[src/verilog/melody_pkg.sv]
`default_nettype none

package melody_pkg;

    // ----------------------------------------------------------
    // widths that carry a meaning
    // ----------------------------------------------------------

    // semitone code, 0 is C and 11 is B, 12 means no tone
    typedef logic [3:0]  pitch_t;
    typedef logic [2:0]  octave_t;
    typedef logic [5:0]  note_index_t;
    // beat length in clock cycles, minus one
    typedef logic [23:0] tempo_t;
    // right shift applied to full scale
    typedef logic [3:0]  volume_t;

    typedef struct packed {
        octave_t octave;
        pitch_t  pitch;
    } note_t;

    // one-cycle start and stop pulses plus the stored settings
    typedef struct packed {
        logic    start;
        logic    stop;
        logic    loop;
        tempo_t  tempo;
        volume_t volume;
    } player_ctrl_t;

    // the field order matches the STATUS register bit layout
    typedef struct packed {
        logic        playing;
        note_index_t index;
        note_t       note;
    } player_status_t;

    typedef enum logic {
        st_idle,
        st_play
    } player_state_t;

    localparam pitch_t pitch_silence = 4'd12;
    localparam int     song_len      = 62;

    // APB register offsets
    localparam logic [31:0] reg_ctrl   = 32'h0;
    localparam logic [31:0] reg_tempo  = 32'h4;
    localparam logic [31:0] reg_volume = 32'h8;
    localparam logic [31:0] reg_status = 32'hC;

endpackage

`default_nettype wire

[src/verilog/apb_regs.sv]
`timescale 1ns/1ps
`default_nettype none

module apb_regs
    import melody_pkg::*;
(
    input  logic           clk,
    input  logic           rst,
    input  logic [31:0]    paddr,
    input  logic           psel,
    input  logic           penable,
    input  logic           pwrite,
    input  logic [31:0]    pwdata,
    output logic [31:0]    prdata,
    output logic           pready,
    output logic           pslverr,
    output player_ctrl_t   ctrl,
    input  player_status_t status
);

    logic    hit_ctrl;
    logic    hit_tempo;
    logic    hit_volume;
    logic    hit_status;
    logic    mapped;
    logic    access;
    logic    wr;
    logic    start_q;
    logic    stop_q;
    logic    loop_q;
    tempo_t  tempo_q;
    volume_t volume_q;

    // ----------------------------------------------------------
    // address decode
    // ----------------------------------------------------------
    assign hit_ctrl   = paddr == reg_ctrl;
    assign hit_tempo  = paddr == reg_tempo;
    assign hit_volume = paddr == reg_volume;
    assign hit_status = paddr == reg_status;
    assign mapped     = hit_ctrl | hit_tempo | hit_volume | hit_status;

    // the slave never stalls, so the access phase always completes
    assign access  = psel & penable;
    assign wr      = access & pwrite;
    assign pready  = 1'b1;
    assign pslverr = access & ~mapped;

    always_ff @(posedge clk or posedge rst) begin
        if (rst) begin
            start_q  <= 1'b0;
            stop_q   <= 1'b0;
            loop_q   <= 1'b0;
            tempo_q  <= '1;
            volume_q <= '0;
        end else begin
            // start and stop are write-one strobes, high for a single cycle
            start_q <= wr & hit_ctrl & pwdata[0];
            stop_q  <= wr & hit_ctrl & pwdata[1];
            if (wr && hit_ctrl) begin
                loop_q <= pwdata[2];
            end
            if (wr && hit_tempo) begin
                tempo_q <= pwdata[23:0];
            end
            if (wr && hit_volume) begin
                volume_q <= pwdata[3:0];
            end
        end
    end

    assign ctrl = '{start: start_q, stop: stop_q, loop: loop_q,
                    tempo: tempo_q, volume: volume_q};

    // read mux, the strobes always read back as zero
    always_comb begin
        prdata = '0;
        if (hit_ctrl) begin
            prdata[2] = loop_q;
        end else if (hit_tempo) begin
            prdata[23:0] = tempo_q;
        end else if (hit_volume) begin
            prdata[3:0] = volume_q;
        end else if (hit_status) begin
            // playing in bit 13, index in 12:7, octave in 6:4, pitch in 3:0
            prdata[13:0] = status;
        end
    end

endmodule

`default_nettype wire

[src/verilog/beat_timer.sv]
`timescale 1ns/1ps
`default_nettype none

module beat_timer
    import melody_pkg::*;
(
    input  logic   clk,
    input  logic   rst,
    input  logic   run,
    input  tempo_t tempo,
    output logic   beat
);

    tempo_t count;

    // greater-or-equal also covers a tempo lowered below the running count
    assign beat = run & (count >= tempo);

    always_ff @(posedge clk or posedge rst) begin
        if (rst) begin
            count <= '0;
        end else if (!run) begin
            // held at zero while idle so the first beat is a full one
            count <= '0;
        end else if (beat) begin
            count <= '0;
        end else begin
            count <= count + 1'b1;
        end
    end

endmodule

`default_nettype wire

[src/verilog/melody_fsm.sv]
`timescale 1ns/1ps
`default_nettype none

module melody_fsm
    import melody_pkg::*;
(
    input  logic         clk,
    input  logic         rst,
    input  player_ctrl_t ctrl,
    input  logic         beat,
    output logic         playing,
    output note_index_t  index
);

    localparam note_index_t last_index = note_index_t'(song_len - 1);

    player_state_t state;

    assign playing = state == st_play;

    // priority is stop, then start, then beat
    always_ff @(posedge clk or posedge rst) begin
        if (rst) begin
            state <= st_idle;
            index <= '0;
        end else if (ctrl.stop) begin
            state <= st_idle;
        end else if (ctrl.start) begin
            // also restarts a song that is already playing
            state <= st_play;
            index <= '0;
        end else begin
            case (state)
                st_play: begin
                    if (beat) begin
                        if (index != last_index) begin
                            index <= index + 1'b1;
                        end else if (ctrl.loop) begin
                            index <= '0;
                        end else begin
                            // one-shot end, the index stays on the last note
                            state <= st_idle;
                        end
                    end
                end
                default: begin
                    state <= st_idle;
                end
            endcase
        end
    end

endmodule

`default_nettype wire

[src/verilog/melody_player.sv]
`timescale 1ns/1ps
`default_nettype none

module melody_player
    import melody_pkg::*;
#(
    parameter int clk_mhz = 50,
    parameter int w_sound = 16
)
(
    input  logic                      clk,
    input  logic                      rst,
    input  logic [31:0]               paddr,
    input  logic                      psel,
    input  logic                      penable,
    input  logic                      pwrite,
    input  logic [31:0]               pwdata,
    output logic [31:0]               prdata,
    output logic                      pready,
    output logic                      pslverr,
    output logic signed [w_sound-1:0] sound,
    output logic [7:0]                abcdefgh
);

    player_ctrl_t ctrl;
    logic         beat;

    // playing and index come from the FSM, the note from the ROM
    wire player_status_t status;

    // ----------------------------------------------------------
    // control path
    // ----------------------------------------------------------
    apb_regs apb_regs_i (
        .clk     (clk),
        .rst     (rst),
        .paddr   (paddr),
        .psel    (psel),
        .penable (penable),
        .pwrite  (pwrite),
        .pwdata  (pwdata),
        .prdata  (prdata),
        .pready  (pready),
        .pslverr (pslverr),
        .ctrl    (ctrl),
        .status  (status)
    );

    beat_timer beat_timer_i (
        .clk   (clk),
        .rst   (rst),
        .run   (status.playing),
        .tempo (ctrl.tempo),
        .beat  (beat)
    );

    melody_fsm melody_fsm_i (
        .clk     (clk),
        .rst     (rst),
        .ctrl    (ctrl),
        .beat    (beat),
        .playing (status.playing),
        .index   (status.index)
    );

    melody_rom melody_rom_i (
        .index (status.index),
        .note  (status.note)
    );

    // ----------------------------------------------------------
    // outputs to the speaker and the digit
    // ----------------------------------------------------------
    tone_gen #(
        .clk_mhz (clk_mhz),
        .w_sound (w_sound)
    ) tone_gen_i (
        .clk     (clk),
        .rst     (rst),
        .playing (status.playing),
        .note    (status.note),
        .volume  (ctrl.volume),
        .sound   (sound)
    );

    note_display note_display_i (
        .clk      (clk),
        .rst      (rst),
        .playing  (status.playing),
        .pitch    (status.note.pitch),
        .abcdefgh (abcdefgh)
    );

endmodule

`default_nettype wire

[src/verilog/melody_rom.sv]
`timescale 1ns/1ps
`default_nettype none

module melody_rom
    import melody_pkg::*;
(
    input  note_index_t index,
    output note_t       note
);

    // pitch names, sharps carry an s
    localparam pitch_t p_c  = 4'd0;
    localparam pitch_t p_d  = 4'd2;
    localparam pitch_t p_ds = 4'd3;
    localparam pitch_t p_e  = 4'd4;
    localparam pitch_t p_f  = 4'd5;
    localparam pitch_t p_g  = 4'd7;
    localparam pitch_t p_gs = 4'd8;
    localparam pitch_t p_a  = 4'd9;
    localparam pitch_t p_b  = 4'd11;

    localparam octave_t lo = 3'd0;
    localparam octave_t hi = 3'd1;

    // ----------------------------------------------------------
    // song table, one row per phrase
    // ----------------------------------------------------------
    localparam note_t song [song_len] = '{
        // opening E and D sharp trill, then the fall to A
        {hi, p_e }, {hi, p_ds}, {hi, p_e }, {hi, p_ds}, {hi, p_e },
        {lo, p_b }, {hi, p_d }, {hi, p_c }, {lo, p_a }, {lo, p_a },
        {lo, p_c }, {lo, p_e }, {lo, p_a }, {lo, p_b }, {lo, p_b },
        {lo, p_e }, {lo, p_gs}, {lo, p_b }, {hi, p_c }, {hi, p_c },
        // the phrase again, with the A minor answer at the end
        {hi, p_e }, {hi, p_ds}, {hi, p_e }, {hi, p_ds}, {hi, p_e },
        {lo, p_b }, {hi, p_d }, {hi, p_c }, {lo, p_a }, {lo, p_a },
        {lo, p_c }, {lo, p_e }, {lo, p_a }, {lo, p_b }, {lo, p_b },
        {lo, p_e }, {hi, p_c }, {lo, p_b }, {lo, p_a }, {lo, p_a },
        // closing scale runs
        {lo, p_b }, {hi, p_c }, {hi, p_d }, {hi, p_e }, {hi, p_e }, {hi, p_e },
        {lo, p_g }, {hi, p_f }, {hi, p_e }, {hi, p_d }, {hi, p_d }, {hi, p_d },
        {lo, p_f }, {hi, p_e }, {hi, p_d }, {hi, p_c }, {hi, p_c }, {hi, p_c },
        {lo, p_e }, {hi, p_d }, {hi, p_c }, {lo, p_b }
    };

    // anything past the end of the table is silent
    always_comb begin
        if (index < song_len) begin
            note = song[index];
        end else begin
            note = '{octave: '0, pitch: pitch_silence};
        end
    end

endmodule

`default_nettype wire

[src/verilog/note_display.sv]
`timescale 1ns/1ps
`default_nettype none

module note_display
    import melody_pkg::*;
(
    input  logic       clk,
    input  logic       rst,
    input  logic       playing,
    input  pitch_t     pitch,
    output logic [7:0] abcdefgh
);

    // segment order is a to g then the dot h, which marks a sharp
    always_ff @(posedge clk or posedge rst) begin
        if (rst) begin
            abcdefgh <= '0;
        end else if (!playing || pitch >= pitch_silence) begin
            abcdefgh <= '0;
        end else begin
            case (pitch)
                4'd0:    abcdefgh <= 8'b1001_1100;
                4'd1:    abcdefgh <= 8'b1001_1101;
                4'd2:    abcdefgh <= 8'b0111_1010;
                4'd3:    abcdefgh <= 8'b0111_1011;
                4'd4:    abcdefgh <= 8'b1001_1110;
                4'd5:    abcdefgh <= 8'b1000_1110;
                4'd6:    abcdefgh <= 8'b1000_1111;
                4'd7:    abcdefgh <= 8'b1011_1100;
                4'd8:    abcdefgh <= 8'b1011_1101;
                4'd9:    abcdefgh <= 8'b1110_1110;
                4'd10:   abcdefgh <= 8'b1110_1111;
                // lower case b
                4'd11:   abcdefgh <= 8'b0011_1110;
                default: abcdefgh <= '0;
            endcase
        end
    end

endmodule

`default_nettype wire

[src/verilog/tone_gen.sv]
`timescale 1ns/1ps
`default_nettype none

module tone_gen
    import melody_pkg::*;
#(
    parameter int clk_mhz = 50,
    parameter int w_sound = 16
)
(
    input  logic                       clk,
    input  logic                       rst,
    input  logic                       playing,
    input  note_t                      note,
    input  volume_t                    volume,
    output logic signed [w_sound-1:0]  sound
);

    // half period in clock cycles for each pitch of octave 0 (C4 to B4)
    function automatic longint half_cycles(int p);
        longint milli_hz;
        case (p)
            0:       milli_hz = 261626;
            1:       milli_hz = 277183;
            2:       milli_hz = 293665;
            3:       milli_hz = 311127;
            4:       milli_hz = 329628;
            5:       milli_hz = 349228;
            6:       milli_hz = 369994;
            7:       milli_hz = 391995;
            8:       milli_hz = 415305;
            9:       milli_hz = 440000;
            10:      milli_hz = 466164;
            default: milli_hz = 493883;
        endcase
        return (longint'(clk_mhz) * 64'd500_000_000) / milli_hz;
    endfunction

    // C is the lowest pitch, so it sets the counter width
    localparam int w_half = $clog2(half_cycles(0) + 1);

    logic [w_half-1:0]         half_tab [12];
    logic [w_half-1:0]         half;
    logic [w_half-1:0]         cnt;
    logic                      phase;
    logic                      active;
    note_t                     note_q;
    logic signed [w_sound-1:0] amp;

    for (genvar i = 0; i < 12; i++) begin : g_half
        assign half_tab[i] = w_half'(half_cycles(i));
    end

    // each octave up halves the period
    always_comb begin
        half = '0;
        if (note.pitch < pitch_silence) begin
            half = half_tab[note.pitch] >> note.octave;
        end
    end

    assign active = playing & (note.pitch < pitch_silence);

    // ----------------------------------------------------------
    // half-period counter and square-wave phase
    // ----------------------------------------------------------
    always_ff @(posedge clk or posedge rst) begin
        if (rst) begin
            cnt    <= '0;
            phase  <= 1'b0;
            note_q <= '0;
        end else begin
            note_q <= note;
            if (!active || note != note_q) begin
                // a new note begins with a fresh half period
                cnt   <= '0;
                phase <= 1'b0;
            end else if (cnt >= half - 1'b1) begin
                cnt   <= '0;
                phase <= ~phase;
            end else begin
                cnt <= cnt + 1'b1;
            end
        end
    end

    // full scale is 2^(w_sound-1)-1, lowered by the volume shift
    assign amp   = {1'b0, {(w_sound - 1){1'b1}}} >>> volume;
    assign sound = !active ? '0 : (phase ? -amp : amp);

endmodule

`default_nettype wire
[config.mk]
export PLATFORM = sky130hd
export DESIGN_NAME = melody_player
export DESIGN_NICKNAME = d
export VERILOG_FILES = /design/src/verilog/melody_pkg.sv /design/src/verilog/apb_regs.sv /design/src/verilog/beat_timer.sv /design/src/verilog/melody_fsm.sv /design/src/verilog/melody_player.sv /design/src/verilog/melody_rom.sv /design/src/verilog/note_display.sv /design/src/verilog/tone_gen.sv
export SDC_FILE = /design/constraint.sdc
export NUM_CORES = 1
export LEC_CHECK = 0
export BUFFER_PORTS_ARGS = -buffer_cell sky130_fd_sc_hd__buf_2
export CAP_MARGIN = 20
export CORE_MARGIN = 2
export CORE_UTILIZATION = 40
export DETAILED_ROUTE_END_ITERATION = 7
export PLACE_DENSITY = 0.67
export REMOVE_ABC_BUFFERS = 1
export SYNTH_ARGS = -nofsm -noshare
export SYNTH_HDL_FRONTEND = slang
export SYNTH_SLANG_ARGS = --single-unit
[constraint.sdc]
create_clock -name clk -period 7.4 [get_ports clk]
set_input_delay 1.11 -clock clk [delete_from_list [all_inputs] [get_ports clk]]
set_output_delay 1.11 -clock clk [all_outputs]
set_load 0.005 [all_outputs]
==> flow_summary.ini <==
[run_status]
status = complete, no violations

[worst_setup_path]
critPathBufInv = 2
reg2reg_depth = 23
crit_chain = inv_1 > ha_1 > mux4_2 > o22a_1 > nand2_1 > nor2_1 > ha_1 > clkinv_1 > a311oi_1 > a311oi_1 > a31oi_1 > nand3_1 > or3_4 > a21o_1 > mux2_4 > ha_1 > a21oi_1 > nor2b_1 > o21ai_0 > o211ai_1 > nor2_1 > nand2_1 > nor2_1
cp_top_family = simple AND/OR/NAND/NOR gates
crit_fanout = 18
rrSetupSlack_ns = 0.61
worst_setup_path_start_kind = flop
cpPeakStageDelay_ns = 0.72
crit_slowest_cell = dfrtp_1
timing.critical_path.from = melody_fsm_i.index[1]$_DFFE_PP0P_
crit_cells = 23
reg2reg_to = tone_gen_i.cnt[14]$_DFF_PP0_
crit_required_ns = 7.68
crit_type = flop to flop
r2r_start = melody_fsm_i.index[1]$_DFFE_PP0P_
cp_data_arrival_time_ns = 7.07
timing.critical_path.to = tone_gen_i.cnt[14]$_DFF_PP0_
cp-end-kind = flop

[route]
vias = 6797
routed_wl_um = 19200
wl_per_cell_um = 15.7
viasPerCell = 5.56
first_pass_iters = 5
remaining_drc_errors = 0
antenna_left = 0
drt_iter0_drc = 601

[pwr]
power.leakage_nw = 4.03
ir_drop_uv = 119
finalPower_mw = 1.06
power.density_nw_per_um2 = 126

[clock_tree]
clk_latency_ns = 0.36
cts_buffers = 9
clkTransAtPathRegs_ns = 0.07
cts-hold-fix-buffers = 0
clock_path_buffers = 2
cts_root_buf = clkbuf_16
cts_sinks = 93
tritoncts = yes
cts.htree.levels = 3
ctsResizeCount = 0
post_cts_buffers = 0

[sta]
period_minus_slack_ns = 6.79
max_slew_margin = 0.331
tns_ns = 0
finalSetupViolCount = 0
drv_slew = 0
max_freq_mhz = 147
worst_pin_slew_ns = 1.00
finalCritPeriodShare = 0.917
grt_setup_unrepaired = no
skew_ns = 0.00908
hold_viol = 0

[place]
dp_hpwl_um = 13900
io_buffers = 109
place_congestion = 0.951
dp_cells = 1207
place_area_um2 = 8160

[yosys]
synth_edf_count = 0
synthTopCellsByCount = nor2_1 (97), nand2_1 (75), dfrtp_1 (69)
syn_area_per_cell_um2 = 8.34
yosys_warnings = 0
ys_ff_latch = 93
synth_ff_type = dfrtp_1
postSynthCellCount = 902
seq_area_frac_synth = 0.313
yosysTopAreaCell = dfrtp_1
synthArstFlopShare = 1.00
synth_area_leaders = dfrtp_1 (23%), ha_1 (10%), dfstp_2 (8.4%)
yosysTopAreaCellShare = 0.230
synthMostInstantiatedCell = nor2_1
ys_types = 85
syn_area_um2 = 7520

[grt]
gr-usage-all-layers = 0.195
grt_pass1_wl_um = 31900
grt_pass1_vias = 6385
grt-ovfl-total = 0
grt_max_degree = 76
antenna_found_initial = 0

[floorplan]
dieArea_um2 = 19900
die_x_um = 141
start_util = 0.405
io_pins = 127
row_count = 50
fp.coreArea_um2 = 18600
dieHeight_um = 141

[finish]
final_cells = 1223
area_delta_synth_final_pct = 12.8
drive_above_1_share = 0.191
final_util = 0.456
n_fill_cell = 1810
fin_nets = 1113
final_area_um2 = 8480
antenna_cells = 0

[hold_path]
hp-class = flop to flop

[run]
cap_violations = 0
==> cells by family after synthesis <==
kind of cell / share of synthesized area
adders and majority gates: 0.0998
DFF: 0.313
AOI/OAI and AO/OA: 0.202
buffers and inverters: 0.0707
other: 0.000999
xor gates and xnor gates: 0.0664
muxes: 0.0265
and+or+nand+nor: 0.220
==> area by class of cell <==
class	count	area, um^2	share of cell area
clock inverter	6	93.8	0.0111
timing repair buffer	123	651	0.0767
clock buffer	10	229	0.0270
tap	234	293	0.0345
inverter	52	199	0.0235
multi-input combinational	705	4660	0.549
sequential	93	2360	0.278
==> per-stage QoR <==
step           setup slack, ns  hold WS [ns]
2_1_floorplan             1.68         0.401
3_3_place_gp             0.776         0.415
3_5_place_dp             0.672         0.423
4_1_cts                  0.637         0.427
5_1_grt                  0.137         0.475
6_report                 0.614         0.422
==> placed cells by master, fill, tap and decap left out, drive strengths merged, types with 5 or more instances in the layout <==
cell type,instances
mux2,6
or3,6
nor3,17
mux2i,6
inv,51
o22ai,5
clkbuf,10
xnor2,27
and2,20
buf,123
dfrtp,69
xor2,30
a22o,9
nand2,77
a21o,19
a31oi,10
o22a,5
o211ai,8
nand3,36
ha,60
nor4,8
a211oi,9
a21oi,47
a22oi,9
nand4,15
dfstp,24
conb,9
nor2b,10
o31ai,7
nor2,98
nand2b,13
o21ai,61
and3,18
==> layer usage <==
metal  wire length (um)  global-route usage  part of all wire
met4                331              0.0595             0.017
met5                  0                   0                 0
met3                924              0.0336             0.048
met1               8770               0.266              0.46
met2               9130               0.317              0.48
==> sequential cells by signal (all words and copies together), names as in the netlist <==
signal,flops
melody_fsm_i.index,6
apb_regs_i.start_q,1
tone_gen_i.phase,1
beat_timer_i.count,24
apb_regs_i.stop_q,1
apb_regs_i.loop_q,1
apb_regs_i.volume_q,4
note_display_i.abcdefgh,8
melody_fsm_i.playing,1
apb_regs_i.tempo_q,24
tone_gen_i.note_q,5
tone_gen_i.cnt,17
==> worst min-delay path by stage <==
stage / start / to / slack [ns] / depth (start not counted)
2_1_floorplan: apb_regs_i.stop_q$_DFF_PP0_ / melody_fsm_i.playing$_DFF_PP0_ / 0.40 / 1
3_3_place_gp: apb_regs_i.stop_q$_DFF_PP0_ / melody_fsm_i.playing$_DFF_PP0_ / 0.42 / 1
3_5_place_dp: apb_regs_i.stop_q$_DFF_PP0_ / melody_fsm_i.playing$_DFF_PP0_ / 0.42 / 1
4_1_cts: apb_regs_i.stop_q$_DFF_PP0_ / melody_fsm_i.playing$_DFF_PP0_ / 0.43 / 1
5_1_grt: apb_regs_i.stop_q$_DFF_PP0_ / melody_fsm_i.playing$_DFF_PP0_ / 0.48 / 1
6_report: apb_regs_i.stop_q$_DFF_PP0_ / melody_fsm_i.playing$_DFF_PP0_ / 0.42 / 1
==> power by group <==
group,internal (mW),total [mW],switching (mW)
Combinational,0.0139,0.0329,0.0190
Sequential,0.509,0.509,0.0000000362
Clock,0.300,0.523,0.224
Total,0.822,1.06,0.243
No activity file was read; power rests on OpenSTA's default activity.
